`config.mk`:
```
export PLATFORM = sky130hd
export DESIGN_NAME = exec_backend
export DESIGN_NICKNAME = d
export VERILOG_FILES = /design/src/verilog/rv_types_pkg.sv /design/src/verilog/pipe_stage_pkg.sv /design/src/verilog/alu_unit.sv /design/src/verilog/ex_mem.sv /design/src/verilog/exec_backend.sv /design/src/verilog/lsu_wb.sv
export VERILOG_INCLUDE_DIRS = /design/src /design/src/verilog
export SDC_FILE = /design/constraint.sdc
export NUM_CORES = 1
export LEC_CHECK = 0
export ABC_AREA = 1
export BUFFER_PORTS_ARGS = -buffer_cell sky130_fd_sc_hd__buf_2
export CORE_AREA = 3 3 254 256
export DETAILED_ROUTE_END_ITERATION = 10
export DIE_AREA = 0 0 257 259
export PLACE_DENSITY = 0.53
export SLEW_MARGIN = 5
export SYNTH_ARGS = -nofsm -noshare
export SYNTH_HDL_FRONTEND = slang
export SYNTH_SLANG_ARGS = --single-unit
export TNS_END_PERCENT = 50
```
`constraint.sdc`:
```
create_clock -name clk -period 7.9 [get_ports clk]
set_input_delay 0.395 -clock clk [delete_from_list [all_inputs] [get_ports clk]]
set_output_delay 0.395 -clock clk [all_outputs]
set_load 0.03 [all_outputs]
```
`src/verilog/core_settings.svh`:
```
`ifndef CORE_SETTINGS_SVH
`define CORE_SETTINGS_SVH

// data path width
`define XLEN 32

// register file index
`define REG_ADDRWIDTH 5

// byte lanes on the data bus
`define WB_SEL_LEN 4

`endif

```
`src/verilog/rv_types_pkg.sv`:
```
`include "core_settings.svh"

package rv_types_pkg;

  typedef logic [`XLEN-1:0]          xlen_t;
  typedef logic [`REG_ADDRWIDTH-1:0] reg_idx_t;
  typedef logic [3:0]                alu_op_t;
  typedef logic [3:0]                mem_op_t;
  typedef logic [`WB_SEL_LEN-1:0]    wb_sel_t;

  // integer alu operations
  localparam alu_op_t ALU_ADD   = 4'd0;
  localparam alu_op_t ALU_SUB   = 4'd1;
  localparam alu_op_t ALU_SLL   = 4'd2;
  localparam alu_op_t ALU_SLT   = 4'd3;
  localparam alu_op_t ALU_SLTU  = 4'd4;
  localparam alu_op_t ALU_XOR   = 4'd5;
  localparam alu_op_t ALU_SRL   = 4'd6;
  localparam alu_op_t ALU_SRA   = 4'd7;
  localparam alu_op_t ALU_OR    = 4'd8;
  localparam alu_op_t ALU_AND   = 4'd9;
  localparam alu_op_t ALU_PASSB = 4'd10;  // lui style immediate

  // memory access kinds
  localparam mem_op_t MEMOP_NONE = 4'd0;
  localparam mem_op_t MEMOP_LB   = 4'd1;
  localparam mem_op_t MEMOP_LBU  = 4'd2;
  localparam mem_op_t MEMOP_LH   = 4'd3;
  localparam mem_op_t MEMOP_LHU  = 4'd4;
  localparam mem_op_t MEMOP_LW   = 4'd5;
  localparam mem_op_t MEMOP_SB   = 4'd6;  // stores from here on
  localparam mem_op_t MEMOP_SH   = 4'd7;
  localparam mem_op_t MEMOP_SW   = 4'd8;

endpackage
```
`src/verilog/pipe_stage_pkg.sv`:
```
package pipe_stage_pkg;

  import rv_types_pkg::*;

  // decoded operation at the issue port
  typedef struct packed {
    alu_op_t  alu_op;
    mem_op_t  mem_op;
    reg_idx_t rd_idx;
    logic     rd_wen;
    logic     use_imm;   // operand b from imm_data
    xlen_t    rs1_data;
    xlen_t    rs2_data;
    xlen_t    imm_data;
  } issue_t;

  // contents of the ex_mem register
  typedef struct packed {
    logic     valid;
    mem_op_t  mem_op;
    reg_idx_t rd_idx;
    logic     rd_wen;
    xlen_t    alu_data;  // result or effective address
    xlen_t    rs2_data;  // store data
  } ex_mem_t;

  // register file write in program order
  typedef struct packed {
    reg_idx_t rd_idx;
    xlen_t    rd_data;
  } retire_t;

  // master side of the data bus
  typedef struct packed {
    xlen_t   adr;
    xlen_t   dat;
    wb_sel_t sel;
    logic    we;
  } wb_req_t;

  // slave side of the data bus
  typedef struct packed {
    xlen_t dat;
    logic  ack;
  } wb_rsp_t;

endpackage

```
`src/verilog/alu_unit.sv`:
```
`timescale 1ns/1ns
`include "core_settings.svh"

module alu_unit (
  input  rv_types_pkg::alu_op_t op_i,
  input  rv_types_pkg::xlen_t   a_i,
  input  rv_types_pkg::xlen_t   b_i,
  output rv_types_pkg::xlen_t   result_o
);

  import rv_types_pkg::*;

  localparam int SHAMT_W = $clog2(`XLEN);

  logic [SHAMT_W-1:0] shamt;
  logic               lt_signed;
  logic               lt_unsigned;
  xlen_t              sra_res;

  assign shamt       = b_i[SHAMT_W-1:0];  // only the low bits count
  assign lt_signed   = $signed(a_i) < $signed(b_i);
  assign lt_unsigned = a_i < b_i;

  // arithmetic shift keeps the sign bit
  assign sra_res = $signed(a_i) >>> shamt;

  always_comb begin
    case (op_i)
      ALU_ADD: begin
        result_o = a_i + b_i;
      end
      ALU_SUB: begin
        result_o = a_i - b_i;
      end
      ALU_SLL: begin
        result_o = a_i << shamt;
      end
      ALU_SLT: begin
        result_o = xlen_t'(lt_signed);
      end
      ALU_SLTU: begin
        result_o = xlen_t'(lt_unsigned);
      end
      ALU_XOR: begin
        result_o = a_i ^ b_i;
      end
      ALU_SRL: begin
        result_o = a_i >> shamt;
      end
      ALU_SRA: begin
        result_o = sra_res;
      end
      ALU_OR: begin
        result_o = a_i | b_i;
      end
      ALU_AND: begin
        result_o = a_i & b_i;
      end
      ALU_PASSB: begin
        result_o = b_i;  // lui
      end
      default: begin
        result_o = '0;
      end
    endcase
  end

endmodule

```
`src/verilog/ex_mem.sv`:
```
`timescale 1ns/1ns

module ex_mem (
  input  logic                    clk,
  input  logic                    rst_i,
  input  logic                    stall_i,
  input  logic                    flush_i,
  input  pipe_stage_pkg::ex_mem_t slot_i,
  output pipe_stage_pkg::ex_mem_t slot_o
);

  import rv_types_pkg::*;

  logic load_bubble;
  logic load_slot;

  // stall wins over flush
  assign load_bubble = rst_i || (flush_i && !stall_i);
  assign load_slot   = !stall_i;

  always_ff @(posedge clk) begin
    if (load_bubble) begin
      slot_o.valid  <= 1'b0;
      slot_o.mem_op <= MEMOP_NONE;
      slot_o.rd_wen <= 1'b0;
    end else if (load_slot) begin
      slot_o <= slot_i;
    end
  end

endmodule

```
`src/verilog/exec_backend.sv`:
```
`timescale 1ns/1ns

module exec_backend (
  input  logic                    clk,
  input  logic                    rst_i,
  input  logic                    issue_valid_i,
  input  pipe_stage_pkg::issue_t  issue_i,
  output logic                    issue_ready_o,
  input  logic                    flush_i,
  output logic                    wb_cyc_o,
  output logic                    wb_stb_o,
  output pipe_stage_pkg::wb_req_t wb_req_o,
  input  pipe_stage_pkg::wb_rsp_t wb_i,
  output logic                    retire_valid_o,
  output pipe_stage_pkg::retire_t retire_o
);

  import rv_types_pkg::*;
  import pipe_stage_pkg::*;

  xlen_t   alu_b;
  xlen_t   alu_result;
  ex_mem_t slot_d;
  ex_mem_t slot_q;
  logic    lsu_stall;

  assign alu_b = issue_i.use_imm ? issue_i.imm_data : issue_i.rs2_data;

  alu_unit u_alu_unit (
    .op_i     (issue_i.alu_op),
    .a_i      (issue_i.rs1_data),
    .b_i      (alu_b),
    .result_o (alu_result)
  );

  // slot is only valid on a completed handshake
  always_comb begin
    slot_d.valid    = issue_valid_i && issue_ready_o;
    slot_d.mem_op   = issue_i.mem_op;
    slot_d.rd_idx   = issue_i.rd_idx;
    slot_d.rd_wen   = issue_i.rd_wen;
    slot_d.alu_data = alu_result;       // address for loads and stores
    slot_d.rs2_data = issue_i.rs2_data;
  end

  assign issue_ready_o = !lsu_stall;

  ex_mem u_ex_mem (
    .clk     (clk),
    .rst_i   (rst_i),
    .stall_i (lsu_stall),
    .flush_i (flush_i),
    .slot_i  (slot_d),
    .slot_o  (slot_q)
  );

  lsu_wb u_lsu_wb (
    .clk            (clk),
    .rst_i          (rst_i),
    .slot_i         (slot_q),
    .stall_o        (lsu_stall),
    .wb_cyc_o       (wb_cyc_o),
    .wb_stb_o       (wb_stb_o),
    .wb_req_o       (wb_req_o),
    .wb_i           (wb_i),
    .retire_valid_o (retire_valid_o),
    .retire_o       (retire_o)
  );

endmodule

```
`src/verilog/lsu_wb.sv`:
```
`timescale 1ns/1ns
`include "core_settings.svh"

module lsu_wb (
  input  logic                    clk,
  input  logic                    rst_i,
  input  pipe_stage_pkg::ex_mem_t slot_i,
  output logic                    stall_o,
  output logic                    wb_cyc_o,
  output logic                    wb_stb_o,
  output pipe_stage_pkg::wb_req_t wb_req_o,
  input  pipe_stage_pkg::wb_rsp_t wb_i,
  output logic                    retire_valid_o,
  output pipe_stage_pkg::retire_t retire_o
);

  import rv_types_pkg::*;

  typedef enum logic {
    IDLE,
    BUS
  } lsu_state_e;

  lsu_state_e state_q;
  lsu_state_e state_d;
  logic       is_load;
  logic       is_store;
  logic       mem_req;
  logic       bus_done;
  logic       rd_write;
  logic [1:0] lane;
  xlen_t      lane_data;
  xlen_t      load_data;

  assign is_load = (slot_i.mem_op == MEMOP_LB) || (slot_i.mem_op == MEMOP_LBU) ||
                   (slot_i.mem_op == MEMOP_LH) || (slot_i.mem_op == MEMOP_LHU) ||
                   (slot_i.mem_op == MEMOP_LW);
  assign is_store = (slot_i.mem_op == MEMOP_SB) || (slot_i.mem_op == MEMOP_SH) ||
                    (slot_i.mem_op == MEMOP_SW);

  assign mem_req = slot_i.valid && (is_load || is_store);
  assign lane    = slot_i.alu_data[1:0];  // byte offset in the word

  // one bus cycle per slot, the slot is held by stall until ack
  always_comb begin
    state_d  = state_q;
    wb_cyc_o = 1'b0;
    case (state_q)
      IDLE: begin
        if (mem_req) begin
          wb_cyc_o = 1'b1;  // start right in the first slot cycle
          if (!wb_i.ack) begin
            state_d = BUS;
          end
        end
      end
      BUS: begin
        wb_cyc_o = 1'b1;
        if (wb_i.ack) begin
          state_d = IDLE;
        end
      end
      default: begin
        state_d = IDLE;
      end
    endcase
  end

  assign wb_stb_o = wb_cyc_o;
  assign bus_done = wb_cyc_o && wb_i.ack;
  assign stall_o  = wb_cyc_o && !wb_i.ack;  // next issue goes in on the ack edge

  // request is built from the held slot so it stays stable
  always_comb begin
    wb_req_o.adr = {slot_i.alu_data[`XLEN-1:2], 2'b00};
    wb_req_o.dat = slot_i.rs2_data << {lane, 3'b000};
    wb_req_o.we  = is_store;
    case (slot_i.mem_op)
      MEMOP_SB: begin
        wb_req_o.sel = wb_sel_t'(1) << lane;
      end
      MEMOP_SH: begin
        wb_req_o.sel = wb_sel_t'(3) << {lane[1], 1'b0};
      end
      default: begin
        wb_req_o.sel = '1;  // sw and every load
      end
    endcase
  end

  // read word moved down so the lane sits at bit 0
  assign lane_data = wb_i.dat >> {lane, 3'b000};

  always_comb begin
    case (slot_i.mem_op)
      MEMOP_LB: begin
        load_data = {{(`XLEN-8){lane_data[7]}}, lane_data[7:0]};
      end
      MEMOP_LBU: begin
        load_data = {{(`XLEN-8){1'b0}}, lane_data[7:0]};
      end
      MEMOP_LH: begin
        load_data = {{(`XLEN-16){lane_data[15]}}, lane_data[15:0]};
      end
      MEMOP_LHU: begin
        load_data = {{(`XLEN-16){1'b0}}, lane_data[15:0]};
      end
      default: begin
        load_data = wb_i.dat;  // lw
      end
    endcase
  end

  // x0 is never written and stores have no rd
  assign rd_write = slot_i.valid && slot_i.rd_wen && (slot_i.rd_idx != '0) && !is_store;

  always_ff @(posedge clk) begin
    if (rst_i) begin
      state_q        <= IDLE;
      retire_valid_o <= 1'b0;
    end else begin
      state_q        <= state_d;
      retire_valid_o <= rd_write && (!is_load || bus_done);  // loads wait for ack
    end
  end

  always_ff @(posedge clk) begin
    retire_o.rd_idx  <= slot_i.rd_idx;
    retire_o.rd_data <= is_load ? load_data : slot_i.alu_data;
  end

endmodule

```
==> results of run 1 <==
## how the worst min path moves through the flow
| stage | endpoint | slack [ns] |
|---|---|---|
| after global routing | u_ex_mem.slot_o[69]$_DFFE_PP_ | 0.09 |
| final | u_ex_mem.slot_o[65]$_DFFE_PP_ | 0.11 |
| after CTS | u_ex_mem.slot_o[69]$_DFFE_PP_ | 0.09 |
| after floorplan | u_lsu_wb.retire_o[36]$_DFF_P_ | 0.35 |
| after global placement | u_lsu_wb.retire_o[35]$_DFF_P_ | 0.38 |
| after detailed placement | u_lsu_wb.retire_o[35]$_DFF_P_ | 0.38 |
## routing by layer
layer  track usage  part of all wire  vias to the layer above
li1              -                 -                     9133
met1        0.3333              0.41                     9114
met3       0.05443              0.10                      175
met5             0           0.00027                        -
met2        0.3969              0.43                     1163
met4        0.1269             0.054                        4
## cells in the mapped netlist (22+ instances only)
| library cell | number | area share |
|---|---|---|
| sky130_fd_sc_hd__a21oi_1 | 157 | 0.050 |
| sky130_fd_sc_hd__buf_2 | 49 | 0.016 |
| sky130_fd_sc_hd__buf_4 | 39 | 0.019 |
| sky130_fd_sc_hd__clkbuf_1 | 53 | 0.013 |
| sky130_fd_sc_hd__dfxtp_1 | 45 | 0.058 |
| sky130_fd_sc_hd__edfxtp_1 | 69 | 0.13 |
| sky130_fd_sc_hd__ha_1 | 104 | 0.083 |
| sky130_fd_sc_hd__inv_1 | 276 | 0.066 |
| sky130_fd_sc_hd__nand2_1 | 752 | 0.18 |
| sky130_fd_sc_hd__nand3_1 | 440 | 0.14 |
| sky130_fd_sc_hd__nand4_1 | 38 | 0.015 |
| sky130_fd_sc_hd__nor2_1 | 246 | 0.059 |
| sky130_fd_sc_hd__nor3_1 | 22 | 0.0071 |
| sky130_fd_sc_hd__o21ai_0 | 152 | 0.049 |
| sky130_fd_sc_hd__o22ai_1 | 29 | 0.012 |
## power breakdown
part	switching (uW)	leakage [uW]	total, uW	internal, uW
logic	976	0.00743	1320	347
clock network	355	0.000292	816	461
registers	41.1	0.00103	730	689
total	1370	0.00875	2870	1500
## cells in the final DEF (no fill, tap or decap), types with 4 or more instances in the layout
cell,count
sky130_fd_sc_hd__a21oi_1,157
sky130_fd_sc_hd__a22o_1,5
sky130_fd_sc_hd__a22oi_1,9
sky130_fd_sc_hd__buf_2,255
sky130_fd_sc_hd__buf_4,27
sky130_fd_sc_hd__clkbuf_16,18
sky130_fd_sc_hd__clkinv_1,6
sky130_fd_sc_hd__dfxtp_1,45
sky130_fd_sc_hd__edfxtp_1,69
sky130_fd_sc_hd__ha_1,104
sky130_fd_sc_hd__inv_1,276
sky130_fd_sc_hd__inv_2,4
sky130_fd_sc_hd__inv_4,4
sky130_fd_sc_hd__inv_6,5
sky130_fd_sc_hd__mux2i_1,7
sky130_fd_sc_hd__nand2_1,751
sky130_fd_sc_hd__nand2_2,7
sky130_fd_sc_hd__nand2_4,6
sky130_fd_sc_hd__nand3_1,440
sky130_fd_sc_hd__nand3_2,5
sky130_fd_sc_hd__nand3b_1,11
sky130_fd_sc_hd__nand4_1,38
sky130_fd_sc_hd__nor2_1,243
sky130_fd_sc_hd__nor2_2,7
sky130_fd_sc_hd__nor3_1,22
sky130_fd_sc_hd__o2111ai_1,10
sky130_fd_sc_hd__o211ai_1,15
sky130_fd_sc_hd__o21a_1,6
sky130_fd_sc_hd__o21ai_0,152
sky130_fd_sc_hd__o21ai_1,12
sky130_fd_sc_hd__o21ai_2,4
sky130_fd_sc_hd__o21bai_1,11
sky130_fd_sc_hd__o221ai_1,5
sky130_fd_sc_hd__o22ai_1,29
sky130_fd_sc_hd__or2_2,20
## layout make-up
class                           instances  area (um2)
Fill cell                            7218       44860
Multi-Input combinational cell       2111       10680
Sequential cell                       114        2973
Timing Repair Buffer                  282        1479
Inverter                              289        1092
Tap cell                              846        1059
Clock buffer                           18       450.4
Clock inverter                         14       141.4
## state kept, by name (all words and copies together) (netlist names)
register / cells
u_ex_mem.slot_o: 75
u_lsu_wb.retire_o: 37
u_lsu_wb.retire_valid_o: 1
u_lsu_wb.state_q: 1
## cells by family (layout without fill, tap and decap cells)
| group | Yosys count | after routing |
|---|---|---|
| muxes | 7 | 7 |
| adders and majority gates | 106 | 106 |
| other | 1 | 2 |
| DFF | 114 | 114 |
| AOI/OAI and AO/OA | 435 | 435 |
| and+or+nand+nor | 1561 | 1561 |
| buffers and inverters | 448 | 603 |
## worst max-delay path: stages
cell                      delay, ns
sky130_fd_sc_hd__buf_2         0.08
sky130_fd_sc_hd__buf_4         0.37
sky130_fd_sc_hd__inv_4         0.24
sky130_fd_sc_hd__nand2_4       0.32
sky130_fd_sc_hd__nand2_2       0.48
sky130_fd_sc_hd__ha_1          0.52
sky130_fd_sc_hd__fa_1          0.50
sky130_fd_sc_hd__nand2_1       0.11
sky130_fd_sc_hd__nand2_1       0.06
sky130_fd_sc_hd__o21ai_0       0.18
sky130_fd_sc_hd__inv_1         0.08
sky130_fd_sc_hd__nand2_1       0.10
sky130_fd_sc_hd__nand2_1       0.13
sky130_fd_sc_hd__nand2_1       0.09
sky130_fd_sc_hd__nand2_1       0.14
sky130_fd_sc_hd__nand2_1       0.16
sky130_fd_sc_hd__nand3_1       0.09
sky130_fd_sc_hd__nand3_1       0.09
sky130_fd_sc_hd__nand3_1       0.08
## metrics by stage
stage | setup slack, ns | utilization | hold WS [ns] | cell area (um2)
6_report | 3.825 | 0.2849 | 0.1106 | 17870
5_1_grt | 3.536 | 0.2849 | 0.09126 | 17870
4_1_cts | 3.915 | 0.2849 | 0.09370 | 17870
3_5_place_dp | 3.435 | 0.2755 | 0.3753 | 17280
3_3_place_gp | 3.477 | 0.2755 | 0.3787 | 17280
2_1_floorplan | 0.6586 | - | 0.3490 | 15600
==> impl_table.tex, run 1 <==
\begin{tabular}{lr}
\hline
Metric & Value \\
\hline
\multicolumn{2}{l}{\textbf{Run status}} \\
\quad Outcome & finished clean \\
\multicolumn{2}{l}{\textbf{Setup path}} \\
\quad Reg2reg start & u\_ex\_mem.slot\_o[72]\$\_SDFFE\_PP0N\_ \\
\quad Setup slack on the worst flop-to-flop path & 4.74 ns \\
\quad Start-to-end type of the worst setup path & primary input to register \\
\quad Setup crit start & issue\_i[96] \\
\quad Capturing point of the worst reg2reg path & u\_ex\_mem.slot\_o[30]\$\_DFFE\_PP\_ \\
\quad Worst Reg2Reg Path Length in Cells & 9 \\
\quad Critical path arrival & 4.29 ns \\
\quad Worst setup endpoint & u\_ex\_mem.slot\_o[60]\$\_DFFE\_PP\_ \\
\quad Largest fanout on the critical path & 36 \\
\quad Type of origin of the critical path & primary input \\
\quad Worst setup EP type & register \\
\quad Required time worst endpoint & 8.11 ns \\
\multicolumn{2}{l}{\textbf{Drt}} \\
\quad Final Routed Wirelength & 88.33 mm \\
\quad Vias & 19,590 \\
\quad Wire length per cell & 24.04 um \\
\quad Post-route DRC & 0 \\
\quad Number of iterations in the first detailed-routing pass & 8 \\
\quad Number of vias per cell & 5.332 \\
\quad Iter 0 DRT Violations & 2,466 \\
\quad Antenna-violating nets left & 0 \\
\multicolumn{2}{l}{\textbf{Yosys}} \\
\quad Combinational family with the most area after synthesis & simple AND/OR/NAND/NOR gates \\
\quad Syn. warnings & 0 \\
\quad Unique masters post-synth & 54 \\
\quad Portion of netlist area occupied by mux cells & 0.004494 \\
\quad Post-synthesis async set-or-reset flop share & 0 \\
\quad Synth Area in XOR/XNOR & 0 \\
\quad Number of cells produced by synthesis & 2,672 \\
\quad Synth Area in Compound Gates & 0.1582 \\
\quad Number of enable-type register cells in the synthesized netlist & 69 \\
\quad Post-synth design cell area & 15,590 um2 \\
\quad Synthesized-area fraction occupied by adder cells & 0.08603 \\
\quad Count of state elements after synthesis & 114 \\
\quad Main synth FF type & sky130\_fd\_sc\_hd\_\_edfxtp\_1 \\
\quad Sequential fraction of the synthesis area & 0.1907 \\
\quad Simple-gate area share of the yosys netlist & 0.4344 \\
\quad Average cell area after synthesis & 5.835 um2 \\
\multicolumn{2}{l}{\textbf{Global routing}} \\
\quad Pin count of the biggest net entering global routing & 71 \\
\quad Antenna violations before repair & 2 \\
\quad Overall routing resource usage & 0.2549 \\
\quad Number of global-route vias before repair & 17,950 \\
\quad Residual overflow from global routing & 0 \\
\quad First-pass GRT wire length & 125.2 mm \\
\multicolumn{2}{l}{\textbf{STA}} \\
\quad Least-Margin Pin Slew & 1.282 ns \\
\quad Relative slew slack & 0.1363 \\
\quad Setup TNS Final & 0 ns \\
\quad Number of hold-slack violations in the final timing report & 0 \\
\quad Number of max-slew violations in the final report & 0 \\
\quad Final Critical Period & 4.075 ns \\
\quad Unrepaired setup endpoints after global routing & false \\
\quad Final critical-path share of the clock period & 0.5158 \\
\quad Peak Freq & 0.2454 GHz \\
\quad Max Clock Skew & 0.01617 ns \\
\quad Final setup vio count & 0 \\
\multicolumn{2}{l}{\textbf{Placed design}} \\
\quad Weighted congestion reported at the end of routability-driven placement & 1.015 \\
\quad IO Port Bufs & 255 \\
\quad Dpl cells & 3,642 \\
\quad Placed wire-length estimate after detailed placement & 71.76 mm \\
\multicolumn{2}{l}{\textbf{Cells and area}} \\
\quad Area overhead of the layout relative to synthesis & 14.65\% \\
\quad Number of inserted diodes & 0 \\
\quad Share of final-layout standard cells stronger than drive strength 1 & 0.1333 \\
\quad Non-filler cells, final & 3,674 \\
\quad Net count reported at finish & 3,069 \\
\multicolumn{2}{l}{\textbf{Clocking}} \\
\quad CTS tree & done \\
\quad Clock sink count & 114 \\
\quad Post\_cts resized & 0 \\
\quad CTS H-tree depth & 4 \\
\quad Setup Fix Bufs, Post-CTS & 0 \\
\quad Root buffer cell & sky130\_fd\_sc\_hd\_\_clkbuf\_16 \\
\quad Cts bufs inserted & 17 \\
\quad Clk buf depth & 2 \\
\quad Clock latency reported for the late side of the worst-skew pair & 0.47 ns \\
\quad Count of hold-fix buffers inserted at cts & 0 \\
\quad Clock transition at the register clock pins on the worst setup and hold paths after CTS & 0.07 ns \\
\multicolumn{2}{l}{\textbf{Flow run}} \\
\quad Count of maximum capacitance violations & 0 \\
\multicolumn{2}{l}{\textbf{Min path}} \\
\quad Worst Hold Launch & issue\_i[98] \\
\quad Worst hold path type & primary input to register \\
\quad WHS Path Cells & 1 \\
\multicolumn{2}{l}{\textbf{Power}} \\
\quad Total power of the final layout & 2869 uW \\
\quad Leakage power figure & 0.008751 uW \\
\quad Maximum vdd drop & 0.0001270 V \\
\quad Power density of the placed cells & 160.5 nW/um2 \\
\multicolumn{2}{l}{\textbf{Die}} \\
\quad Die outline width & 257 um \\
\quad Starting Density & 0.2485 \\
\quad Number of rows created at floorplan & 92 \\
\quad Core Region & 62,740 um2 \\
\quad Number of I/O pins & 258 \\
\quad Total Die Area & 66,560 um2 \\
\quad Chip Height & 259 um \\
\hline
\end{tabular}
No activity file was read; power rests on OpenSTA's default activity.
==> run 2: changes to the inputs <==
clock period = 4.2 ns   (was 7.9 ns; I/O delays follow)
==> impl_table.tex, run 2 (synthesis results as in run 1) <==
\begin{tabular}{lr}
\hline
Metric & Value \\
\hline
\multicolumn{2}{l}{\textbf{Cells and area}} \\
\quad Area overhead of the layout relative to synthesis & 18.46\% \\
\quad Storage element area & 2973 um2 (unchanged) \\
\quad Most used cells in the layout excluding fill and tap cells & sky130\_fd\_sc\_hd\_\_nand2\_1 (751), sky130\_fd\_sc\_hd\_\_nand3\_1 (440), sky130\_fd\_sc\_hd\_\_inv\_1 (276) \\
\quad Area used by multi-input combinational logic & 10,690 um2 (about the same) \\
\quad Largest regs & u\_ex\_mem.slot\_o (75), u\_lsu\_wb.retire\_o (37) \\
\quad Core occupancy in the finished layout & 0.2944 (+0.009474) \\
\quad Net count reported at finish & 3,127 (+1.9\%) \\
\quad Most flop-heavy register & u\_ex\_mem.slot\_o \\
\quad Number of flip-flops under the largest register name & 75 (unchanged) \\
\quad Share of final-layout standard cells stronger than drive strength 1 & 0.1400 (+0.006676) \\
\quad Leading cell type in the layout, fill and taps excluded & sky130\_fd\_sc\_hd\_\_nand2\_1 \\
\quad Number of filler cells placed in the layout & 7,133 (-1.2\%) \\
\multicolumn{2}{l}{\textbf{Clocking}} \\
\quad CTS tree & done \\
\quad Clock transition at the register clock pins on the worst setup and hold paths after CTS & 0.07 ns (about the same) \\
\quad Root buffer cell & sky130\_fd\_sc\_hd\_\_clkbuf\_16 \\
\quad Clock latency reported for the late side of the worst-skew pair & 0.47 ns (about the same) \\
\quad Clk buf depth & 2 (unchanged) \\
\quad Post\_cts resized & 0 (unchanged) \\
\quad CTS H-tree depth & 4 (unchanged) \\
\quad Cts bufs inserted & 17 (unchanged) \\
\quad Clock sink count & 114 (unchanged) \\
\multicolumn{2}{l}{\textbf{Placed design}} \\
\quad IO Port Bufs & 255 (unchanged) \\
\quad Placed wire-length estimate after detailed placement & 73.39 mm (+2.3\%) \\
\quad Weighted congestion reported at the end of routability-driven placement & 1.029 (+1.4\%) \\
\multicolumn{2}{l}{\textbf{Setup path}} \\
\quad Capturing point of the worst reg2reg path & u\_ex\_mem.slot\_o[57]\$\_DFFE\_PP\_ \\
\quad Critical path arrival & 3.89 ns (-0.40 ns) \\
\quad Reg2reg start & u\_ex\_mem.slot\_o[72]\$\_SDFFE\_PP0N\_ \\
\quad Worst setup EP type & register \\
\quad Type of origin of the critical path & primary input \\
\quad Required time worst endpoint & 4.38 ns (-3.73 ns) \\
\quad Start-to-end type of the worst setup path & primary input to register \\
\quad Worst Reg2Reg Path Length in Cells & 10 (+1) \\
\quad Setup slack on the worst flop-to-flop path & 1.49 ns (-3.25 ns) \\
\quad Largest fanout on the critical path & 7 (-81\%) \\
\quad Setup crit start & issue\_i[55] \\
\multicolumn{2}{l}{\textbf{STA}} \\
\quad Final setup vio count & 0 (unchanged) \\
\quad Final critical-path share of the clock period & 0.8831 \\
\quad Relative slew slack & 0.2642 (+0.1278) \\
\quad Unrepaired setup endpoints after global routing & false \\
\quad Number of max-slew violations in the final report & 0 (unchanged) \\
\quad Max Clock Skew & 0.03383 ns (+0.01766 ns) \\
\quad Setup TNS Final & 0 ns (unchanged) \\
\quad Least-Margin Pin Slew & 1.092 ns (-0.1898 ns) \\
\quad Worst Hold Slack & 0.01826 ns (-0.09234 ns) \\
\quad Final Critical Period & 3.709 ns \\
\quad Peak Freq & 0.2696 GHz \\
\quad Number of hold-slack violations in the final timing report & 0 (unchanged) \\
\multicolumn{2}{l}{\textbf{Global routing}} \\
\quad Overall routing resource usage & 0.2563 (+0.001382) \\
\quad First-pass GRT wire length & 125.5 mm (+0.25\%) \\
\quad Residual overflow from global routing & 0 (unchanged) \\
\quad GRT Max-Usage Layer & met2 \\
\quad Met2 track demand over resource in global routing & 0.4008 (+0.003958) \\
\quad Met3 usage & 0.05970 (+0.005268) \\
\quad Number of global-route vias before repair & 18,020 (+0.38\%) \\
\quad Pin count of the biggest net entering global routing & 82 (+15\%) \\
\quad Grt met1 use & 0.3300 (-0.003336) \\
\quad Antenna violations before repair & 13 (+11) \\
\multicolumn{2}{l}{\textbf{Run status}} \\
\quad Outcome & finished clean \\
\multicolumn{2}{l}{\textbf{Drt}} \\
\quad Number of vias per cell & 5.287 (-0.83\%) \\
\quad Iter 0 DRT Violations & 2,761 (+12\%) \\
\quad Post-route DRC & 0 (unchanged) \\
\quad Number of iterations in the first detailed-routing pass & 6 (-2) \\
\quad Antenna-violating nets left & 0 (unchanged) \\
\quad Wire length per cell & 23.85 um (-0.77\%) \\
\quad Final Routed Wirelength & 89.27 mm (+1.1\%) \\
\quad Vias & 19,790 (+1.0\%) \\
\multicolumn{2}{l}{\textbf{Power}} \\
\quad Power density of the placed cells & 298.0 nW/um2 (+86\%) \\
\quad Maximum vdd drop & 0.0002602 V (+100\%) \\
\quad Leakage power figure & 0.009027 uW (+3.2\%) \\
\multicolumn{2}{l}{\textbf{Min path}} \\
\quad Worst Hold Launch & issue\_i[48] \\
\quad WHS Path Cells & 1 (unchanged) \\
\quad Hold EP & u\_ex\_mem.slot\_o[16]\$\_DFFE\_PP\_ \\
\quad Worst hold path type & primary input to register \\
\multicolumn{2}{l}{\textbf{Die}} \\
\quad Starting Density & 0.2485 (unchanged) \\
\quad Chip Height & 259 um (unchanged) \\
\quad Die outline width & 257 um (unchanged) \\
\quad Number of rows created at floorplan & 92 (unchanged) \\
\quad Core Region & 62,740 um2 (unchanged) \\
\quad Total Die Area & 66,560 um2 (unchanged) \\
\quad Number of I/O pins & 258 (unchanged) \\
\multicolumn{2}{l}{\textbf{Flow run}} \\
\quad Count of maximum capacitance violations & 0 (unchanged) \\
\hline
\end{tabular}
==> run 2: changes by cell type in the layout (fill, tap and decap cells not counted), moves of 3 or more <==
cell	previous run	this run
sky130_fd_sc_hd__dlygate4sd3_1	0	31
sky130_fd_sc_hd__buf_4	27	51
sky130_fd_sc_hd__diode_2	0	10
sky130_fd_sc_hd__buf_12	0	3
sky130_fd_sc_hd__clkinv_4	3	0
sky130_fd_sc_hd__inv_8	2	5
==> run 2: layer usage <==
metal / part of all wire / vias up
met5: 0.00058 / -
met4: 0.055 / 12
met3: 0.10 / 189
met2: 0.43 / 1171
met1: 0.41 / 9160
li1: - / 9253
==> run 2: layout make-up <==
type | count | area share
Sequential cell | 114 | 0.1610
Tap cell | 846 | 0.05731
Inverter | 289 | 0.05914
Antenna cell | 10 | 0.001355
Timing Repair Buffer | 340 | 0.1099
Clock buffer | 18 | 0.02439
Clock inverter | 14 | 0.008333
Multi-Input combinational cell | 2111 | 0.5786
==> run 2: report_power, final <==
group	internal (uW)	total (uW)	switching [uW]
logic	703	2540	1840
registers	1290	1370	77.3
clock network	881	1590	707
total	2880	5500	2630
==> run 2: worst max path at each step <==
stage                     slack, ns                            end  depth (start not counted)
final                          0.49  u_ex_mem.slot_o[56]$_DFFE_PP_                         16
after CTS                      0.72  u_ex_mem.slot_o[56]$_DFFE_PP_                         16
after detailed placement       0.40  u_ex_mem.slot_o[56]$_DFFE_PP_                         16
after global routing           0.39  u_ex_mem.slot_o[56]$_DFFE_PP_                         16
after floorplan                0.37   u_ex_mem.slot_o[0]$_DFFE_PP_                          9
after global placement         0.45  u_ex_mem.slot_o[56]$_DFFE_PP_                         16
==> run 2: stage by stage <==
step                      power (uW)  setup slack, ns  area (um2)  instances
after floorplan                 2954           0.3722       15610       2673
after global placement          3860           0.4477       17530       3669
after detailed placement        3840           0.4039       17530       3669
after CTS                       5437           0.7157       18440       3732
after global routing            5740           0.3933       18450       3733
final                           5504           0.4909       18470       3742
==> run 2: repair_timing <==
action | in CTS | in global routing
setup buffers | 0 | 0
hold buffers | 31 | 0
endpoints found under the hold margin | 31 | 0
==> run 2: critical path, cell delays in order <==
cell and delay [ns]:
sky130_fd_sc_hd__dlygate4sd3_1 0.53, sky130_fd_sc_hd__buf_2 0.14, sky130_fd_sc_hd__o21ai_0 0.84, sky130_fd_sc_hd__ha_1 0.46
sky130_fd_sc_hd__inv_1 0.22, sky130_fd_sc_hd__nand2_1 0.11, sky130_fd_sc_hd__nor2_1 0.28, sky130_fd_sc_hd__nand2_1 0.24
sky130_fd_sc_hd__nor3_1 0.18, sky130_fd_sc_hd__nand2_1 0.12, sky130_fd_sc_hd__nand3_1 0.14, sky130_fd_sc_hd__nand2_1 0.09
sky130_fd_sc_hd__nand2_1 0.07, sky130_fd_sc_hd__nor2_1 0.05, sky130_fd_sc_hd__nor2_1 0.08, sky130_fd_sc_hd__nand3_1 0.11
